<file path="src/hdl/addrgen_pkg.sv">
//////////////////////////////
// Vector address generator shared definitions
// Widths, types, bus constants and FSM encodings
//////////////////////////////

package addrgen_pkg;

  //////////////////////////////
  // Bus and memory geometry
  //////////////////////////////

  localparam int unsigned AddrWidth   = 32;
  // Data beat is 64 bits wide
  localparam int unsigned BusBytes    = 8;
  localparam int unsigned BusBytesLog = 3;
  // AXI INCR limit
  localparam int unsigned MaxBeats    = 256;
  // 4 KiB page offset
  localparam int unsigned PageBits    = 12;
  // Command queue entries
  localparam int unsigned QueueDepth  = 4;

  //////////////////////////////
  // Vector types
  //////////////////////////////

  typedef logic [AddrWidth-1:0] addr_t;
  typedef logic [15:0]          vlen_t;
  // Two's complement byte stride
  typedef logic [AddrWidth-1:0] stride_t;
  // Beats minus one
  typedef logic [7:0]           axlen_t;
  typedef logic [2:0]           axsize_t;

  // Value is log2 of the element byte count
  typedef enum logic [1:0] {
    EW8  = 2'd0,
    EW16 = 2'd1,
    EW32 = 2'd2,
    EW64 = 2'd3
  } vew_e;

  typedef enum logic {
    ACC_UNIT    = 1'b0,
    ACC_STRIDED = 1'b1
  } access_e;

  //////////////////////////////
  // FSM encodings
  //////////////////////////////

  typedef enum logic [1:0] {
    REQ_IDLE,
    REQ_CHECK,
    REQ_BUSY,
    REQ_ACK
  } req_state_e;

  typedef enum logic [1:0] {
    PLAN_IDLE,
    PLAN_CALC,
    PLAN_READY
  } plan_state_e;

endpackage
</file>
<file path="src/hdl/addrgen_top.sv">
//////////////////////////////
// Vector memory address generator
// Request stage, burst plan, AXI issue and command queue
//////////////////////////////

`timescale 1ns/100ps

module addrgen_top (
  input  logic                 clk_i,
  input  logic                 rst_ni,
  // Sequencer
  input  logic                 req_valid_i,
  input  addrgen_pkg::access_e req_access_i,
  input  logic                 req_is_load_i,
  input  addrgen_pkg::addr_t   req_addr_i,
  input  addrgen_pkg::vlen_t   req_len_i,
  input  addrgen_pkg::vew_e    req_vew_i,
  input  addrgen_pkg::stride_t req_stride_i,
  output logic                 ack_o,
  output logic                 error_o,
  // AR channel
  output logic                 axi_ar_valid_o,
  input  logic                 axi_ar_ready_i,
  output addrgen_pkg::addr_t   axi_ar_addr_o,
  output addrgen_pkg::axlen_t  axi_ar_len_o,
  output addrgen_pkg::axsize_t axi_ar_size_o,
  // AW channel
  output logic                 axi_aw_valid_o,
  input  logic                 axi_aw_ready_i,
  output addrgen_pkg::addr_t   axi_aw_addr_o,
  output addrgen_pkg::axlen_t  axi_aw_len_o,
  output addrgen_pkg::axsize_t axi_aw_size_o,
  // Load/store unit commands
  output logic                 lsu_valid_o,
  input  logic                 lsu_ready_i,
  output addrgen_pkg::addr_t   lsu_addr_o,
  output addrgen_pkg::axlen_t  lsu_len_o,
  output addrgen_pkg::axsize_t lsu_size_o,
  output logic                 lsu_is_load_o
);

  // Request stage to burst plan
  logic                 start;
  logic                 done;
  addrgen_pkg::access_e op_access;
  logic                 op_is_load;
  addrgen_pkg::addr_t   op_addr;
  addrgen_pkg::vlen_t   op_len;
  addrgen_pkg::vew_e    op_vew;
  addrgen_pkg::stride_t op_stride;

  // Burst plan to issue stage
  logic                 cmd_valid;
  logic                 cmd_taken;
  addrgen_pkg::addr_t   cmd_addr;
  addrgen_pkg::axlen_t  cmd_len;
  addrgen_pkg::axsize_t cmd_size;
  logic                 cmd_is_load;

  // Issue stage and command queue
  logic                 push;
  logic                 q_full;
  logic                 q_empty;
  logic                 q_head_is_load;

  addrgen_req_stage i_req_stage (
    .clk_i         (clk_i),
    .rst_ni        (rst_ni),
    .req_valid_i   (req_valid_i),
    .req_access_i  (req_access_i),
    .req_is_load_i (req_is_load_i),
    .req_addr_i    (req_addr_i),
    .req_len_i     (req_len_i),
    .req_vew_i     (req_vew_i),
    .req_stride_i  (req_stride_i),
    .done_i        (done),
    .ack_o         (ack_o),
    .error_o       (error_o),
    .start_o       (start),
    .access_o      (op_access),
    .is_load_o     (op_is_load),
    .addr_o        (op_addr),
    .len_o         (op_len),
    .vew_o         (op_vew),
    .stride_o      (op_stride)
  );

  addrgen_burst_plan i_burst_plan (
    .clk_i         (clk_i),
    .rst_ni        (rst_ni),
    .start_i       (start),
    .access_i      (op_access),
    .is_load_i     (op_is_load),
    .addr_i        (op_addr),
    .len_i         (op_len),
    .vew_i         (op_vew),
    .stride_i      (op_stride),
    .cmd_taken_i   (cmd_taken),
    .cmd_valid_o   (cmd_valid),
    .cmd_addr_o    (cmd_addr),
    .cmd_len_o     (cmd_len),
    .cmd_size_o    (cmd_size),
    .cmd_is_load_o (cmd_is_load),
    .done_o        (done)
  );

  addrgen_axi_issue i_axi_issue (
    .cmd_valid_i    (cmd_valid),
    .cmd_addr_i     (cmd_addr),
    .cmd_len_i      (cmd_len),
    .cmd_size_i     (cmd_size),
    .cmd_is_load_i  (cmd_is_load),
    .axi_ar_ready_i (axi_ar_ready_i),
    .axi_aw_ready_i (axi_aw_ready_i),
    .full_i         (q_full),
    .empty_i        (q_empty),
    .head_is_load_i (q_head_is_load),
    .axi_ar_valid_o (axi_ar_valid_o),
    .axi_ar_addr_o  (axi_ar_addr_o),
    .axi_ar_len_o   (axi_ar_len_o),
    .axi_ar_size_o  (axi_ar_size_o),
    .axi_aw_valid_o (axi_aw_valid_o),
    .axi_aw_addr_o  (axi_aw_addr_o),
    .axi_aw_len_o   (axi_aw_len_o),
    .axi_aw_size_o  (axi_aw_size_o),
    .cmd_taken_o    (cmd_taken),
    .push_o         (push)
  );

  // Queue copies exactly what went out on AR or AW
  addrgen_cmd_queue i_cmd_queue (
    .clk_i          (clk_i),
    .rst_ni         (rst_ni),
    .push_i         (push),
    .addr_i         (cmd_addr),
    .len_i          (cmd_len),
    .size_i         (cmd_size),
    .is_load_i      (cmd_is_load),
    .full_o         (q_full),
    .empty_o        (q_empty),
    .head_is_load_o (q_head_is_load),
    .lsu_ready_i    (lsu_ready_i),
    .lsu_valid_o    (lsu_valid_o),
    .lsu_addr_o     (lsu_addr_o),
    .lsu_len_o      (lsu_len_o),
    .lsu_size_o     (lsu_size_o),
    .lsu_is_load_o  (lsu_is_load_o)
  );

endmodule

</file>
<file path="src/hdl/addrgen_cmd_queue.sv">
//////////////////////////////
// Command queue
// Small FIFO of issued transactions for the load/store units
//////////////////////////////

`timescale 1ns/100ps

module addrgen_cmd_queue (
  input  logic                 clk_i,
  input  logic                 rst_ni,
  // Write side from the issue stage
  input  logic                 push_i,
  input  addrgen_pkg::addr_t   addr_i,
  input  addrgen_pkg::axlen_t  len_i,
  input  addrgen_pkg::axsize_t size_i,
  input  logic                 is_load_i,
  // Status back to the issue stage
  output logic                 full_o,
  output logic                 empty_o,
  output logic                 head_is_load_o,
  // Read side towards the load/store units
  input  logic                 lsu_ready_i,
  output logic                 lsu_valid_o,
  output addrgen_pkg::addr_t   lsu_addr_o,
  output addrgen_pkg::axlen_t  lsu_len_o,
  output addrgen_pkg::axsize_t lsu_size_o,
  output logic                 lsu_is_load_o
);

  localparam int unsigned PtrW = $clog2(addrgen_pkg::QueueDepth);
  localparam int unsigned CntW = $clog2(addrgen_pkg::QueueDepth + 1);

  // Entry storage
  addrgen_pkg::addr_t   addr_mem    [addrgen_pkg::QueueDepth];
  addrgen_pkg::axlen_t  len_mem     [addrgen_pkg::QueueDepth];
  addrgen_pkg::axsize_t size_mem    [addrgen_pkg::QueueDepth];
  logic                 is_load_mem [addrgen_pkg::QueueDepth];

  logic [PtrW-1:0] wr_ptr_q;
  logic [PtrW-1:0] rd_ptr_q;
  logic [CntW-1:0] count_q;
  logic            do_push;
  logic            do_pop;

  assign full_o  = (count_q == CntW'(addrgen_pkg::QueueDepth));
  assign empty_o = (count_q == '0);
  assign do_push = push_i && !full_o;
  // Pop only a valid head
  assign do_pop  = lsu_ready_i && !empty_o;

  always_ff @(posedge clk_i or negedge rst_ni) begin
    if (!rst_ni) begin
      wr_ptr_q <= '0;
      rd_ptr_q <= '0;
      count_q  <= '0;
    end else begin
      if (do_push) begin
        wr_ptr_q <= wr_ptr_q + PtrW'(1);
      end
      if (do_pop) begin
        rd_ptr_q <= rd_ptr_q + PtrW'(1);
      end
      // Simultaneous push and pop keep the count
      if (do_push && !do_pop) begin
        count_q <= count_q + CntW'(1);
      end else if (do_pop && !do_push) begin
        count_q <= count_q - CntW'(1);
      end
    end
  end

  always_ff @(posedge clk_i) begin
    if (do_push) begin
      addr_mem[wr_ptr_q]    <= addr_i;
      len_mem[wr_ptr_q]     <= len_i;
      size_mem[wr_ptr_q]    <= size_i;
      is_load_mem[wr_ptr_q] <= is_load_i;
    end
  end

  // Head entry
  assign lsu_valid_o    = !empty_o;
  assign lsu_addr_o     = addr_mem[rd_ptr_q];
  assign lsu_len_o      = len_mem[rd_ptr_q];
  assign lsu_size_o     = size_mem[rd_ptr_q];
  assign lsu_is_load_o  = is_load_mem[rd_ptr_q];
  assign head_is_load_o = is_load_mem[rd_ptr_q];

endmodule

</file>
<file path="src/hdl/addrgen_axi_issue.sv">
//////////////////////////////
// AXI issue stage
// Steers each transaction to AR or AW under the queue
// ordering rules and pushes it to the command queue
//////////////////////////////

`timescale 1ns/100ps

module addrgen_axi_issue (
  // Transaction from the burst plan
  input  logic                 cmd_valid_i,
  input  addrgen_pkg::addr_t   cmd_addr_i,
  input  addrgen_pkg::axlen_t  cmd_len_i,
  input  addrgen_pkg::axsize_t cmd_size_i,
  input  logic                 cmd_is_load_i,
  // Channel readies
  input  logic                 axi_ar_ready_i,
  input  logic                 axi_aw_ready_i,
  // Command queue status
  input  logic                 full_i,
  input  logic                 empty_i,
  input  logic                 head_is_load_i,
  // AR channel
  output logic                 axi_ar_valid_o,
  output addrgen_pkg::addr_t   axi_ar_addr_o,
  output addrgen_pkg::axlen_t  axi_ar_len_o,
  output addrgen_pkg::axsize_t axi_ar_size_o,
  // AW channel
  output logic                 axi_aw_valid_o,
  output addrgen_pkg::addr_t   axi_aw_addr_o,
  output addrgen_pkg::axlen_t  axi_aw_len_o,
  output addrgen_pkg::axsize_t axi_aw_size_o,
  // Handshake results
  output logic                 cmd_taken_o,
  output logic                 push_o
);

  logic order_ok;
  logic issue;
  logic ar_hs;
  logic aw_hs;

  // Queue has room, and any queued commands go the same direction.
  // Keeps load and store responses from interleaving at the LSUs
  assign order_ok = !full_i && (empty_i || (head_is_load_i == cmd_is_load_i));
  assign issue    = cmd_valid_i && order_ok;

  //////////////////////////////
  // Channel steering
  //////////////////////////////

  assign axi_ar_valid_o = issue && cmd_is_load_i;
  assign axi_aw_valid_o = issue && !cmd_is_load_i;

  // Fields stay put while the plan holds the command
  assign axi_ar_addr_o  = cmd_addr_i;
  assign axi_ar_len_o   = cmd_len_i;
  assign axi_ar_size_o  = cmd_size_i;
  assign axi_aw_addr_o  = cmd_addr_i;
  assign axi_aw_len_o   = cmd_len_i;
  assign axi_aw_size_o  = cmd_size_i;

  // Handshake on whichever channel is active
  assign ar_hs = axi_ar_valid_o && axi_ar_ready_i;
  assign aw_hs = axi_aw_valid_o && axi_aw_ready_i;

  // Plan advances and the queue records the command together
  assign cmd_taken_o = ar_hs || aw_hs;
  assign push_o      = ar_hs || aw_hs;

endmodule

</file>
<file path="src/hdl/addrgen_burst_plan.sv">
//////////////////////////////
// Burst plan
// Tracks the remaining elements and the current address,
// and sizes each transaction within the burst and page limits
//////////////////////////////

`timescale 1ns/100ps

module addrgen_burst_plan (
  input  logic                 clk_i,
  input  logic                 rst_ni,
  // Request from the request stage
  input  logic                 start_i,
  input  addrgen_pkg::access_e access_i,
  input  logic                 is_load_i,
  input  addrgen_pkg::addr_t   addr_i,
  input  addrgen_pkg::vlen_t   len_i,
  input  addrgen_pkg::vew_e    vew_i,
  input  addrgen_pkg::stride_t stride_i,
  // Handshake with the issue stage
  input  logic                 cmd_taken_i,
  output logic                 cmd_valid_o,
  output addrgen_pkg::addr_t   cmd_addr_o,
  output addrgen_pkg::axlen_t  cmd_len_o,
  output addrgen_pkg::axsize_t cmd_size_o,
  output logic                 cmd_is_load_o,
  output logic                 done_o
);

  addrgen_pkg::plan_state_e state_q;
  logic                     done_q;

  // Operation state
  addrgen_pkg::access_e access_q;
  logic                 is_load_q;
  addrgen_pkg::addr_t   cur_addr_q;
  addrgen_pkg::vlen_t   len_rem_q;
  addrgen_pkg::vew_e    vew_q;
  addrgen_pkg::stride_t stride_q;

  // Current transaction
  addrgen_pkg::addr_t   burst_end_q;
  addrgen_pkg::axlen_t  cmd_len_q;
  addrgen_pkg::axsize_t cmd_size_q;

  addrgen_pkg::addr_t   aligned_start;
  addrgen_pkg::addr_t   run_end;
  addrgen_pkg::addr_t   max_end;
  addrgen_pkg::addr_t   page_end;
  addrgen_pkg::addr_t   burst_end;
  addrgen_pkg::addr_t   consumed;
  addrgen_pkg::addr_t   next_addr;
  addrgen_pkg::vlen_t   next_len;

  //////////////////////////////
  // Unit-stride boundaries
  //////////////////////////////

  always_comb begin
    aligned_start = cur_addr_q & ~addrgen_pkg::addr_t'(addrgen_pkg::BusBytes - 1);
    // Last byte of the run, rounded up to the end of its beat
    run_end = (cur_addr_q + (addrgen_pkg::addr_t'(len_rem_q) << vew_q) - addrgen_pkg::addr_t'(1))
              | addrgen_pkg::addr_t'(addrgen_pkg::BusBytes - 1);
    max_end = aligned_start
              + addrgen_pkg::addr_t'(addrgen_pkg::MaxBeats * addrgen_pkg::BusBytes - 1);
    page_end = cur_addr_q | addrgen_pkg::addr_t'((1 << addrgen_pkg::PageBits) - 1);
    // Smallest of the three bounds
    burst_end = run_end;
    if (max_end < burst_end) begin
      burst_end = max_end;
    end
    if (page_end < burst_end) begin
      burst_end = page_end;
    end
  end

  //////////////////////////////
  // Advance on each issue
  //////////////////////////////

  always_comb begin
    consumed = ((burst_end_q - cur_addr_q) + addrgen_pkg::addr_t'(1)) >> vew_q;
    if (access_q == addrgen_pkg::ACC_STRIDED) begin
      next_addr = cur_addr_q + stride_q;
      next_len  = len_rem_q - addrgen_pkg::vlen_t'(1);
    end else begin
      next_addr = burst_end_q + addrgen_pkg::addr_t'(1);
      // Count saturates at zero for a partly used last beat
      if (addrgen_pkg::addr_t'(len_rem_q) > consumed) begin
        next_len = len_rem_q - addrgen_pkg::vlen_t'(consumed);
      end else begin
        next_len = '0;
      end
    end
  end

  always_ff @(posedge clk_i or negedge rst_ni) begin
    if (!rst_ni) begin
      state_q <= addrgen_pkg::PLAN_IDLE;
      done_q  <= 1'b0;
    end else begin
      done_q <= 1'b0;
      case (state_q)
        addrgen_pkg::PLAN_IDLE: begin
          if (start_i) begin
            state_q <= addrgen_pkg::PLAN_CALC;
          end
        end
        addrgen_pkg::PLAN_CALC: begin
          state_q <= addrgen_pkg::PLAN_READY;
        end
        default: begin
          if (cmd_taken_i) begin
            // Last transaction ends the operation
            done_q  <= (next_len == '0);
            state_q <= (next_len == '0) ? addrgen_pkg::PLAN_IDLE : addrgen_pkg::PLAN_CALC;
          end
        end
      endcase
    end
  end

  always_ff @(posedge clk_i) begin
    if (state_q == addrgen_pkg::PLAN_IDLE && start_i) begin
      access_q   <= access_i;
      is_load_q  <= is_load_i;
      cur_addr_q <= addr_i;
      len_rem_q  <= len_i;
      vew_q      <= vew_i;
      stride_q   <= stride_i;
    end else if (state_q == addrgen_pkg::PLAN_CALC) begin
      burst_end_q <= burst_end;
      if (access_q == addrgen_pkg::ACC_STRIDED) begin
        // Single beat of one element
        cmd_len_q  <= '0;
        cmd_size_q <= addrgen_pkg::axsize_t'(vew_q);
      end else begin
        cmd_len_q  <= addrgen_pkg::axlen_t'((burst_end - aligned_start) >> addrgen_pkg::BusBytesLog);
        cmd_size_q <= addrgen_pkg::axsize_t'(addrgen_pkg::BusBytesLog);
      end
    end else if (state_q == addrgen_pkg::PLAN_READY && cmd_taken_i) begin
      cur_addr_q <= next_addr;
      len_rem_q  <= next_len;
    end
  end

  assign cmd_valid_o   = (state_q == addrgen_pkg::PLAN_READY);
  assign cmd_addr_o    = cur_addr_q;
  assign cmd_len_o     = cmd_len_q;
  assign cmd_size_o    = cmd_size_q;
  assign cmd_is_load_o = is_load_q;
  assign done_o        = done_q;

endmodule

</file>
<file path="src/hdl/addrgen_req_stage.sv">
//////////////////////////////
// Request stage
// Samples one sequencer request, checks element alignment,
// starts the burst plan and acknowledges when it is done
//////////////////////////////

`timescale 1ns/100ps

module addrgen_req_stage (
  input  logic                 clk_i,
  input  logic                 rst_ni,
  // Sequencer request
  input  logic                 req_valid_i,
  input  addrgen_pkg::access_e req_access_i,
  input  logic                 req_is_load_i,
  input  addrgen_pkg::addr_t   req_addr_i,
  input  addrgen_pkg::vlen_t   req_len_i,
  input  addrgen_pkg::vew_e    req_vew_i,
  input  addrgen_pkg::stride_t req_stride_i,
  // Completion from the burst plan
  input  logic                 done_i,
  // Sequencer response
  output logic                 ack_o,
  output logic                 error_o,
  // Registered request towards the burst plan
  output logic                 start_o,
  output addrgen_pkg::access_e access_o,
  output logic                 is_load_o,
  output addrgen_pkg::addr_t   addr_o,
  output addrgen_pkg::vlen_t   len_o,
  output addrgen_pkg::vew_e    vew_o,
  output addrgen_pkg::stride_t stride_o
);

  addrgen_pkg::req_state_e state_q;
  logic                    err_q;
  logic                    misalign;

  // Request fields, held for the whole operation
  addrgen_pkg::access_e access_q;
  logic                 is_load_q;
  addrgen_pkg::addr_t   addr_q;
  addrgen_pkg::vlen_t   len_q;
  addrgen_pkg::vew_e    vew_q;
  addrgen_pkg::stride_t stride_q;

  // Base address must be a multiple of the element size
  assign misalign = |(addr_q & ((addrgen_pkg::addr_t'(1) << vew_q) - addrgen_pkg::addr_t'(1)));

  always_ff @(posedge clk_i or negedge rst_ni) begin
    if (!rst_ni) begin
      state_q <= addrgen_pkg::REQ_IDLE;
      err_q   <= 1'b0;
    end else begin
      case (state_q)
        addrgen_pkg::REQ_IDLE: begin
          if (req_valid_i) begin
            state_q <= addrgen_pkg::REQ_CHECK;
          end
        end
        addrgen_pkg::REQ_CHECK: begin
          // Rejected requests go straight to the ack
          err_q   <= misalign;
          state_q <= misalign ? addrgen_pkg::REQ_ACK : addrgen_pkg::REQ_BUSY;
        end
        addrgen_pkg::REQ_BUSY: begin
          if (done_i) begin
            state_q <= addrgen_pkg::REQ_ACK;
          end
        end
        default: begin
          state_q <= addrgen_pkg::REQ_IDLE;
        end
      endcase
    end
  end

  // Capture the request while idle
  always_ff @(posedge clk_i) begin
    if (state_q == addrgen_pkg::REQ_IDLE && req_valid_i) begin
      access_q  <= req_access_i;
      is_load_q <= req_is_load_i;
      addr_q    <= req_addr_i;
      len_q     <= req_len_i;
      vew_q     <= req_vew_i;
      stride_q  <= req_stride_i;
    end
  end

  // One-cycle start once the check passes
  assign start_o   = (state_q == addrgen_pkg::REQ_CHECK) && !misalign;
  assign ack_o     = (state_q == addrgen_pkg::REQ_ACK);
  assign error_o   = (state_q == addrgen_pkg::REQ_ACK) && err_q;

  assign access_o  = access_q;
  assign is_load_o = is_load_q;
  assign addr_o    = addr_q;
  assign len_o     = len_q;
  assign vew_o     = vew_q;
  assign stride_o  = stride_q;

endmodule

</file>
<file path="config.mk">
export PLATFORM = sky130hd
export DESIGN_NAME = addrgen_top
export DESIGN_NICKNAME = d
export VERILOG_FILES = /design/src/hdl/addrgen_pkg.sv /design/src/hdl/addrgen_top.sv /design/src/hdl/addrgen_cmd_queue.sv /design/src/hdl/addrgen_axi_issue.sv /design/src/hdl/addrgen_burst_plan.sv /design/src/hdl/addrgen_req_stage.sv
export SDC_FILE = /design/constraint.sdc
export NUM_CORES = 1
export LEC_CHECK = 0
export BUFFER_PORTS_ARGS = -buffer_cell sky130_fd_sc_hd__buf_2
export CORE_UTILIZATION = 45
export CTS_CLUSTER_DIAMETER = 150
export DETAILED_ROUTE_END_ITERATION = 16
export PLACE_DENSITY_LB_ADDON = 0.2
export SKIP_LAST_GASP = 1
export SLEW_MARGIN = 20
export SYNTH_ARGS = -nofsm -noshare
export SYNTH_HDL_FRONTEND = slang
export SYNTH_HIERARCHICAL = 1
export SYNTH_SLANG_ARGS = --single-unit
</file>
<file path="constraint.sdc">
create_clock -name clk_i -period 9 [get_ports clk_i]
set_input_delay 0 -clock clk_i [delete_from_list [all_inputs] [get_ports clk_i]]
set_output_delay 0 -clock clk_i [all_outputs]
set_load 0.005 [all_outputs]
</file>
### After elaboration in Yosys (flattened, before gate mapping)

Memories as Yosys holds them, arrays and structs flattened.
Index checks and enable logic that the tools add are counted.

* magnitude comparators: 3
* reduce and logical (&&, ||, !) cells: 36
* mux-type cells: 25
* bitwise operators: 2
* equal/unequal tests: 11
* shift-type cells: 3
* add/subtract/negate cells: 15

Operators with widths (count)
* $mux W32: 6
* $mux W16: 5
* $add A32 B1 Y32 const B: 2
* $add A32 B32 Y32: 2
* $lt A32 B32 Y1: 2
* $sub A32 B1 Y32 const B: 2
* $add A32 B11 Y32 const B: 1
* $and A32 B32 Y32: 1
* $gt A16 B32 Y1: 1
* $reduce_or A32 Y1: 1
* $shl A1 B2 Y32 const A: 1
* $shl A16 B2 Y32: 1
* $shr A32 B2 Y32: 1
* $sub A32 B32 Y32: 1
* $logic_not A16 Y1: 1
* $sub A16 B1 Y16 const B: 1
* $sub A16 B16 Y16: 1
* $logic_and A1 B1 Y1: 15
* $sub A11 B11 Y11: 1
* $mux W2: 4
* $reduce_and A2 Y1: 4
* $eq A2 B2 Y1 const B: 3
* $logic_not A1 Y1: 6
* $mux W1: 6
* 18 further kinds: 26

* flip-flop bits (word level): 224
* memories: 4
* output and inout port bits: 135
* RAM bits: 176
* input bits: 90
* logic and storage cells: 122

Memory list
* i_cmd_queue.addr_mem: words 4, width 32, rd ports 1, clocked after memory_dff 0, write ports 1, line addrgen_cmd_queue.sv:34 `addrgen_pkg::addr_t addr_mem [addrgen_pkg::QueueDepth];`
* i_cmd_queue.len_mem: words 4, width 8, rd ports 1, clocked after memory_dff 0, write ports 1, line addrgen_cmd_queue.sv:35 `addrgen_pkg::axlen_t len_mem [addrgen_pkg::QueueDepth];`
* i_cmd_queue.size_mem: words 4, width 3, rd ports 1, clocked after memory_dff 0, write ports 1, line addrgen_cmd_queue.sv:36 `addrgen_pkg::axsize_t size_mem [addrgen_pkg::QueueDepth];`
* i_cmd_queue.is_load_mem: words 4, width 1, rd ports 1, clocked after memory_dff 0, write ports 1, line addrgen_cmd_queue.sv:37 `logic is_load_mem [addrgen_pkg::QueueDepth];`

### Longest topological paths before layout

An unclocked memory read counts as a cell.

* word-level depth: 13
* mapped depth: 58
* mapped depth without buffers: 52

### Modules after synthesis

The synthesis kept the hierarchy.

Modules (own cells, without submodules)
* addrgen_burst_plan: times used 1, sequential area each 3768.6 um^2, cells each 1789, area each 15163.3 um^2
* addrgen_cmd_queue: times used 1, sequential area each 5460.2 um^2, cells each 267, area each 6841.6 um^2
* addrgen_req_stage: times used 1, sequential area each 2597.5 um^2, cells each 128, area each 2906.5 um^2
* addrgen_axi_issue: times used 1, sequential area each 0.0 um^2, cells each 96, area each 726.9 um^2

### Worst setup path after synthesis

Ideal clock, no wire load.

* path type: register to register
* from: register i_burst_plan.vew_q[0]
* to: register i_burst_plan.cmd_len_q[7], in the netlist i_burst_plan/cmd_len_o[7] (data pin)
* clock period less this slack: 9.945 ns
* required time: 8.739 ns
* slack: -0.945 ns
* buffers on the path: 5
* stages on the path, launching flop included: 54
* library setup time: 0.261 ns
* data arrival time: 9.684 ns
* cells stage by stage: edfxtp_1 -> buf_2 -> buf_1 -> mux2_2 -> o21ai_0 -> ha_1 -> inv_1 -> ha_1 -> nor2b_1 -> o221a_4 -> nor2_1 -> o21ai_0 -> and2_1 -> o21a_1 -> o21ai_0 -> nand2b_1 -> xnor2_1 -> ha_1 -> [18 not listed] -> o2111a_1 -> and2_1 -> buf_6 -> buf_6 -> a211o_1 -> ha_1 -> nor2b_1 -> o21ai_0 -> a21boi_0 -> o21ai_0 -> nand2b_1 -> a21o_1 -> a21oi_1 -> xnor2_1 -> and2_1 -> and2_1 -> a32oi_1 -> o21ai_1

* word-level cells in the longest chain between the ends: 8

Ends and longest elaborated chain
* from (decl): line addrgen_burst_plan.sv:38 `addrgen_pkg::vew_e vew_q;`
* from (signal assigned): line addrgen_burst_plan.sv:129 `vew_q <= vew_i;`
* $shl A16 B2 Y32 *: line addrgen_burst_plan.sv:62 `run_end = (cur_addr_q + (addrgen_pkg::addr_t'(len_rem_q) << vew_q) - addrgen_pkg::addr_t'(1))`
* $add A32 B32 Y32 *: line addrgen_burst_plan.sv:62
* $sub A32 B1 Y32 *: line addrgen_burst_plan.sv:62
* $lt A32 B32 Y1: line addrgen_burst_plan.sv:69 `if (max_end < burst_end) begin`
* $mux W32 *: line addrgen_burst_plan.sv:69
* $lt A32 B32 Y1: line addrgen_burst_plan.sv:72 `if (page_end < burst_end) begin`
* $mux W32 *: line addrgen_burst_plan.sv:72
* named net i_burst_plan.burst_end[4]: line addrgen_burst_plan.sv:50 `addrgen_pkg::addr_t burst_end;`
* $sub A11 B11 Y11 *: line addrgen_burst_plan.sv:138 `cmd_len_q <= addrgen_pkg::axlen_t'((burst_end - aligned_start) >> addrgen_pkg::BusBytesLog);`
* to (signal assigned): line addrgen_burst_plan.sv:138
* to (decl): line addrgen_burst_plan.sv:43 `addrgen_pkg::axlen_t cmd_len_q;`

The timed path passes the listed nets; every way through them passes the cells marked *.
A chain may end at the register's enable or synchronous reset.

### Worst setup path in the final report

Ends and elaborated chain as after synthesis.

==> impl_metrics.tcl <==
set metrics [dict create \
    finalHoldViolations 0 \
    hpwl_um 56100 \
    rows 87 \
    fin_worst_skew_ns 0.0286 \
    seq_area_frac_synth_pct 46.1 \
    ys.flop_type "edfxtp_1" \
    nNetsFinal 3036 \
    path_clk_slew_ns 0.06 \
    yosysUniqueCellTypes 90 \
    fmax_ghz 0.106 \
    grt_pass1_wl_um 111000 \
    grt_usage_pct 25.5 \
    cp_slowest_cell "edfxtp_1" \
    die_w_um 241 \
    finalSetupViolCount 3 \
    clkLatencyLatePin_ns 0.59 \
    core_area_sq_um 56400 \
    antennaDiodeCount 0 \
    synthesis.nets 2602 \
    clock-sinks 396 \
    start_util_pct 45.5 \
    cts_tree "done" \
    clk_path_buf_depth 3 \
    vias 19467 \
    drv_slew 0 \
    peakVddDrop_v 0.000209 \
    ys_warn_count 6 \
    avgSynthCellArea_sq_um 11.2 \
    die_y_um 241 \
    ys_seq_elements 396 \
    setup_tns_ns -0.846 \
    slew-limit-headroom_pct 31.3 \
    pre_cts_ws_ns -0.607 \
    cellPowerDensity_nw_per_um2 338 \
    synth_top_cell_by_area "edfxtp_1" \
    place_area_sq_um 28400 \
    rsz0062_at_grt "true" \
    grt_start_max_net_pins 67 \
    numCtsBuffers 44 \
    io_pins 225 \
    io_buffers 222 \
    crit_top_cell "ha_1" \
    drt-pass1-iter-count 7 \
    violations "negative setup slack" \
    post-route-period-util_pct 105 \
    grt_overflow_total 0 \
    antenna_found_initial 1 \
    cp_max_fo 5 \
    grt_pass1_vias 19121 \
    syn-cell-area_sq_um 25600 \
    htreeDepth 2 \
    leakagePower_nw 12.7 \
    synth_edf_count 383 \
    worst_pin_slew_ns 1.03 \
    synth_area_leaders "edfxtp_1 (45%), ha_1 (11%), mux4_2 (4.0%)" \
    layout_setup_ws_ns -0.454 \
    status "finished, violations left" \
    synth_top_area_share_pct 44.9 \
    arrival_ns 9.77 \
    finalCriticalPeriod_ns 9.45 \
    criticalPathCategory "reg2reg" \
    hold_path.class "in2reg" \
    drtAntennaViolNets 0 \
    area_delta_synth_final_pct 21.6 \
    wl_um 74500 \
    drive_gt1_share_pct 25.4 \
    cp_data_required_time_ns 9.31 \
    cts_root_buf "clkbuf_16" \
    syn_inst 2280 \
    ys_async_sr_fraction_pct 3.28 \
    drc 0 \
    drtIter0Drc 1325 \
    place.gp.congestion 0.922 \
    routedWlPerCell_um 21.3 \
    final_cell_area_sq_um 31200 \
    endpoint_kind "flip-flop" \
    drv_cap 0 \
    r2r_slack_ns -0.45 \
    max_stage_delay_ns 0.42 \
    viasPerCell 5.56 \
    start_kind "flip-flop" \
    dieArea_sq_um 57900 \
]
[flip-flops by register name (all words and copies together) (netlist names), 3 cells and up]
register                  count
i_burst_plan/len_rem_q       16
i_burst_plan/stride_q        32
i_burst_plan/burst_end_q     29
i_cmd_queue/addr_mem        128
i_req_stage/addr_o           32
i_cmd_queue/is_load_mem       4
i_burst_plan/cmd_addr_o      32
i_cmd_queue/len_mem          32
i_cmd_queue/count_q           3
i_req_stage/stride_o         32
i_burst_plan/cmd_len_o        8
i_cmd_queue/size_mem         12
i_req_stage/len_o            16
[where the power goes]
group,total [mW],switching [mW],internal (mW),leakage [nW]
clock network,1.75,0.743,1.00,0.669
logic,6.14,3.24,2.90,8.40
registers,2.66,0.197,2.46,3.63
total,10.5,4.18,6.37,12.7
[stage by stage]
| step | hold slack [ns] | util (%) | instances | total power, mW |
|---|---|---|---|---|
| after floorplan | -0.296 | - | 2280 | 6.42 |
| after global placement | -0.0744 | 50.3 | 3314 | 8.29 |
| after detailed placement | -0.0667 | 50.3 | 3314 | 8.34 |
| after CTS | 0.000983 | 55.0 | 3494 | 10.4 |
| after global routing | 0.0531 | 55.3 | 3502 | 11.3 |
| final | 0.0154 | 55.3 | 3502 | 10.5 |
[cells in the final DEF (no fill, tap or decap), types with 22 or more instances in the layout]
cell type / instances
dlygate4sd3_1: 88
mux2i_1: 22
mux4_2: 46
a21oi_1: 135
o21a_1: 22
nand2_1: 122
nor3_1: 40
buf_4: 221
o21ai_0: 102
a21o_1: 48
edfxtp_1: 383
ha_1: 219
buf_2: 222
nor2b_1: 26
inv_1: 135
xnor2_1: 90
nor2_1: 155
nand2b_1: 27
clkbuf_16: 44
nand3_1: 64
o31ai_1: 25
nand4_1: 33
xor2_1: 57
[Yosys cell counts (all sizes together) (10+ instances only)]
cell and instances:
o21ai 118, xor2 57, nand3 65, a211o 14, or3 12, o211ai 15, clkbuf 39, a211oi 12
mux2 20, nand2b 28, xnor2 93, ha 228, a21o 48, nand4 33, a21oi 146, o21a 23
nand2 126, and3 23, dfrtp 13, nor2 166, mux2i 22, a31oi 13, inv 144, mux4 52
and2 21, o21bai 13, nor3 41, edfxtp 383, or2 10, buf 122, o31ai 25, o31a 10
nor2b 31, nor4 15
[routing by layer]
metal | up-vias | part of all wire [%] | global-route usage, %
met5 | - | 0 | 0
met4 | 0 | 3.2 | 8.72
met3 | 103 | 4.2 | 2.94
met2 | 534 | 50 | 44.5
met1 | 9541 | 42 | 32.7
li1 | 9289 | - | -
[cells by family (layout without fill, tap and decap cells)]
logic type | Yosys count | after routing | synth area share, %
flops | 396 | 396 | 46.1
simple gates | 602 | 602 | 11.8
buf+inv | 305 | 771 | 6.21
compound gates | 498 | 498 | 12.6
fa+ha+maj | 232 | 232 | 11.4
mux | 94 | 94 | 6.51
xor+xnor | 152 | 152 | 5.30
other cells | 1 | 1 | 0.0146
[cell type report]
class | count | area (sq um)
Clock buffer | 56 | 1160
Clock inverter | 22 | 228
Fill cell | 4978 | 25200
Sequential cell | 396 | 11800
Tap cell | 756 | 946
Timing Repair Buffer | 549 | 3860
Multi-Input combinational cell | 1579 | 12600
Inverter | 144 | 543
[repair_timing]
action                     in CTS  in global routing
setup endpoints to repair       4                  7
resized for setup              58                 30
hold endpoints to repair      120                  0
setup buffers                  14                  8
hold buffers                   88                  0
gates cloned                    1                  0
pin swaps                      30                 34
[critical path: cells and delay by family (launching register included)]
kind,cells,cell delay (ns)
compound gates,21,3.75
xor+xnor,2,0.30
fa+ha+maj,5,1.25
buf+inv,6,0.67
flops,1,0.42
mux,1,0.42
simple gates,16,2.34
[path summary, 6_finish.rpt]
check | cells after the start | to | startpoint
hold reg to reg | 0 | i_burst_plan/stride_q[26] | i_req_stage/stride_o[26]
min in group asynchronous | 3 | i_req_stage/err_q | rst_ni
setup reg to reg | 51 | i_burst_plan/cmd_len_o[7] | i_burst_plan/vew_q[0]
hold / removal | 6 | i_burst_plan/state_q[0] | axi_aw_ready_i
max in group asynchronous | 3 | i_cmd_queue/rd_ptr_q[1] | rst_ni
setup / recovery | 51 | i_burst_plan/cmd_len_o[7] | i_burst_plan/vew_q[0]
Power figures use the tool's default switching activity.
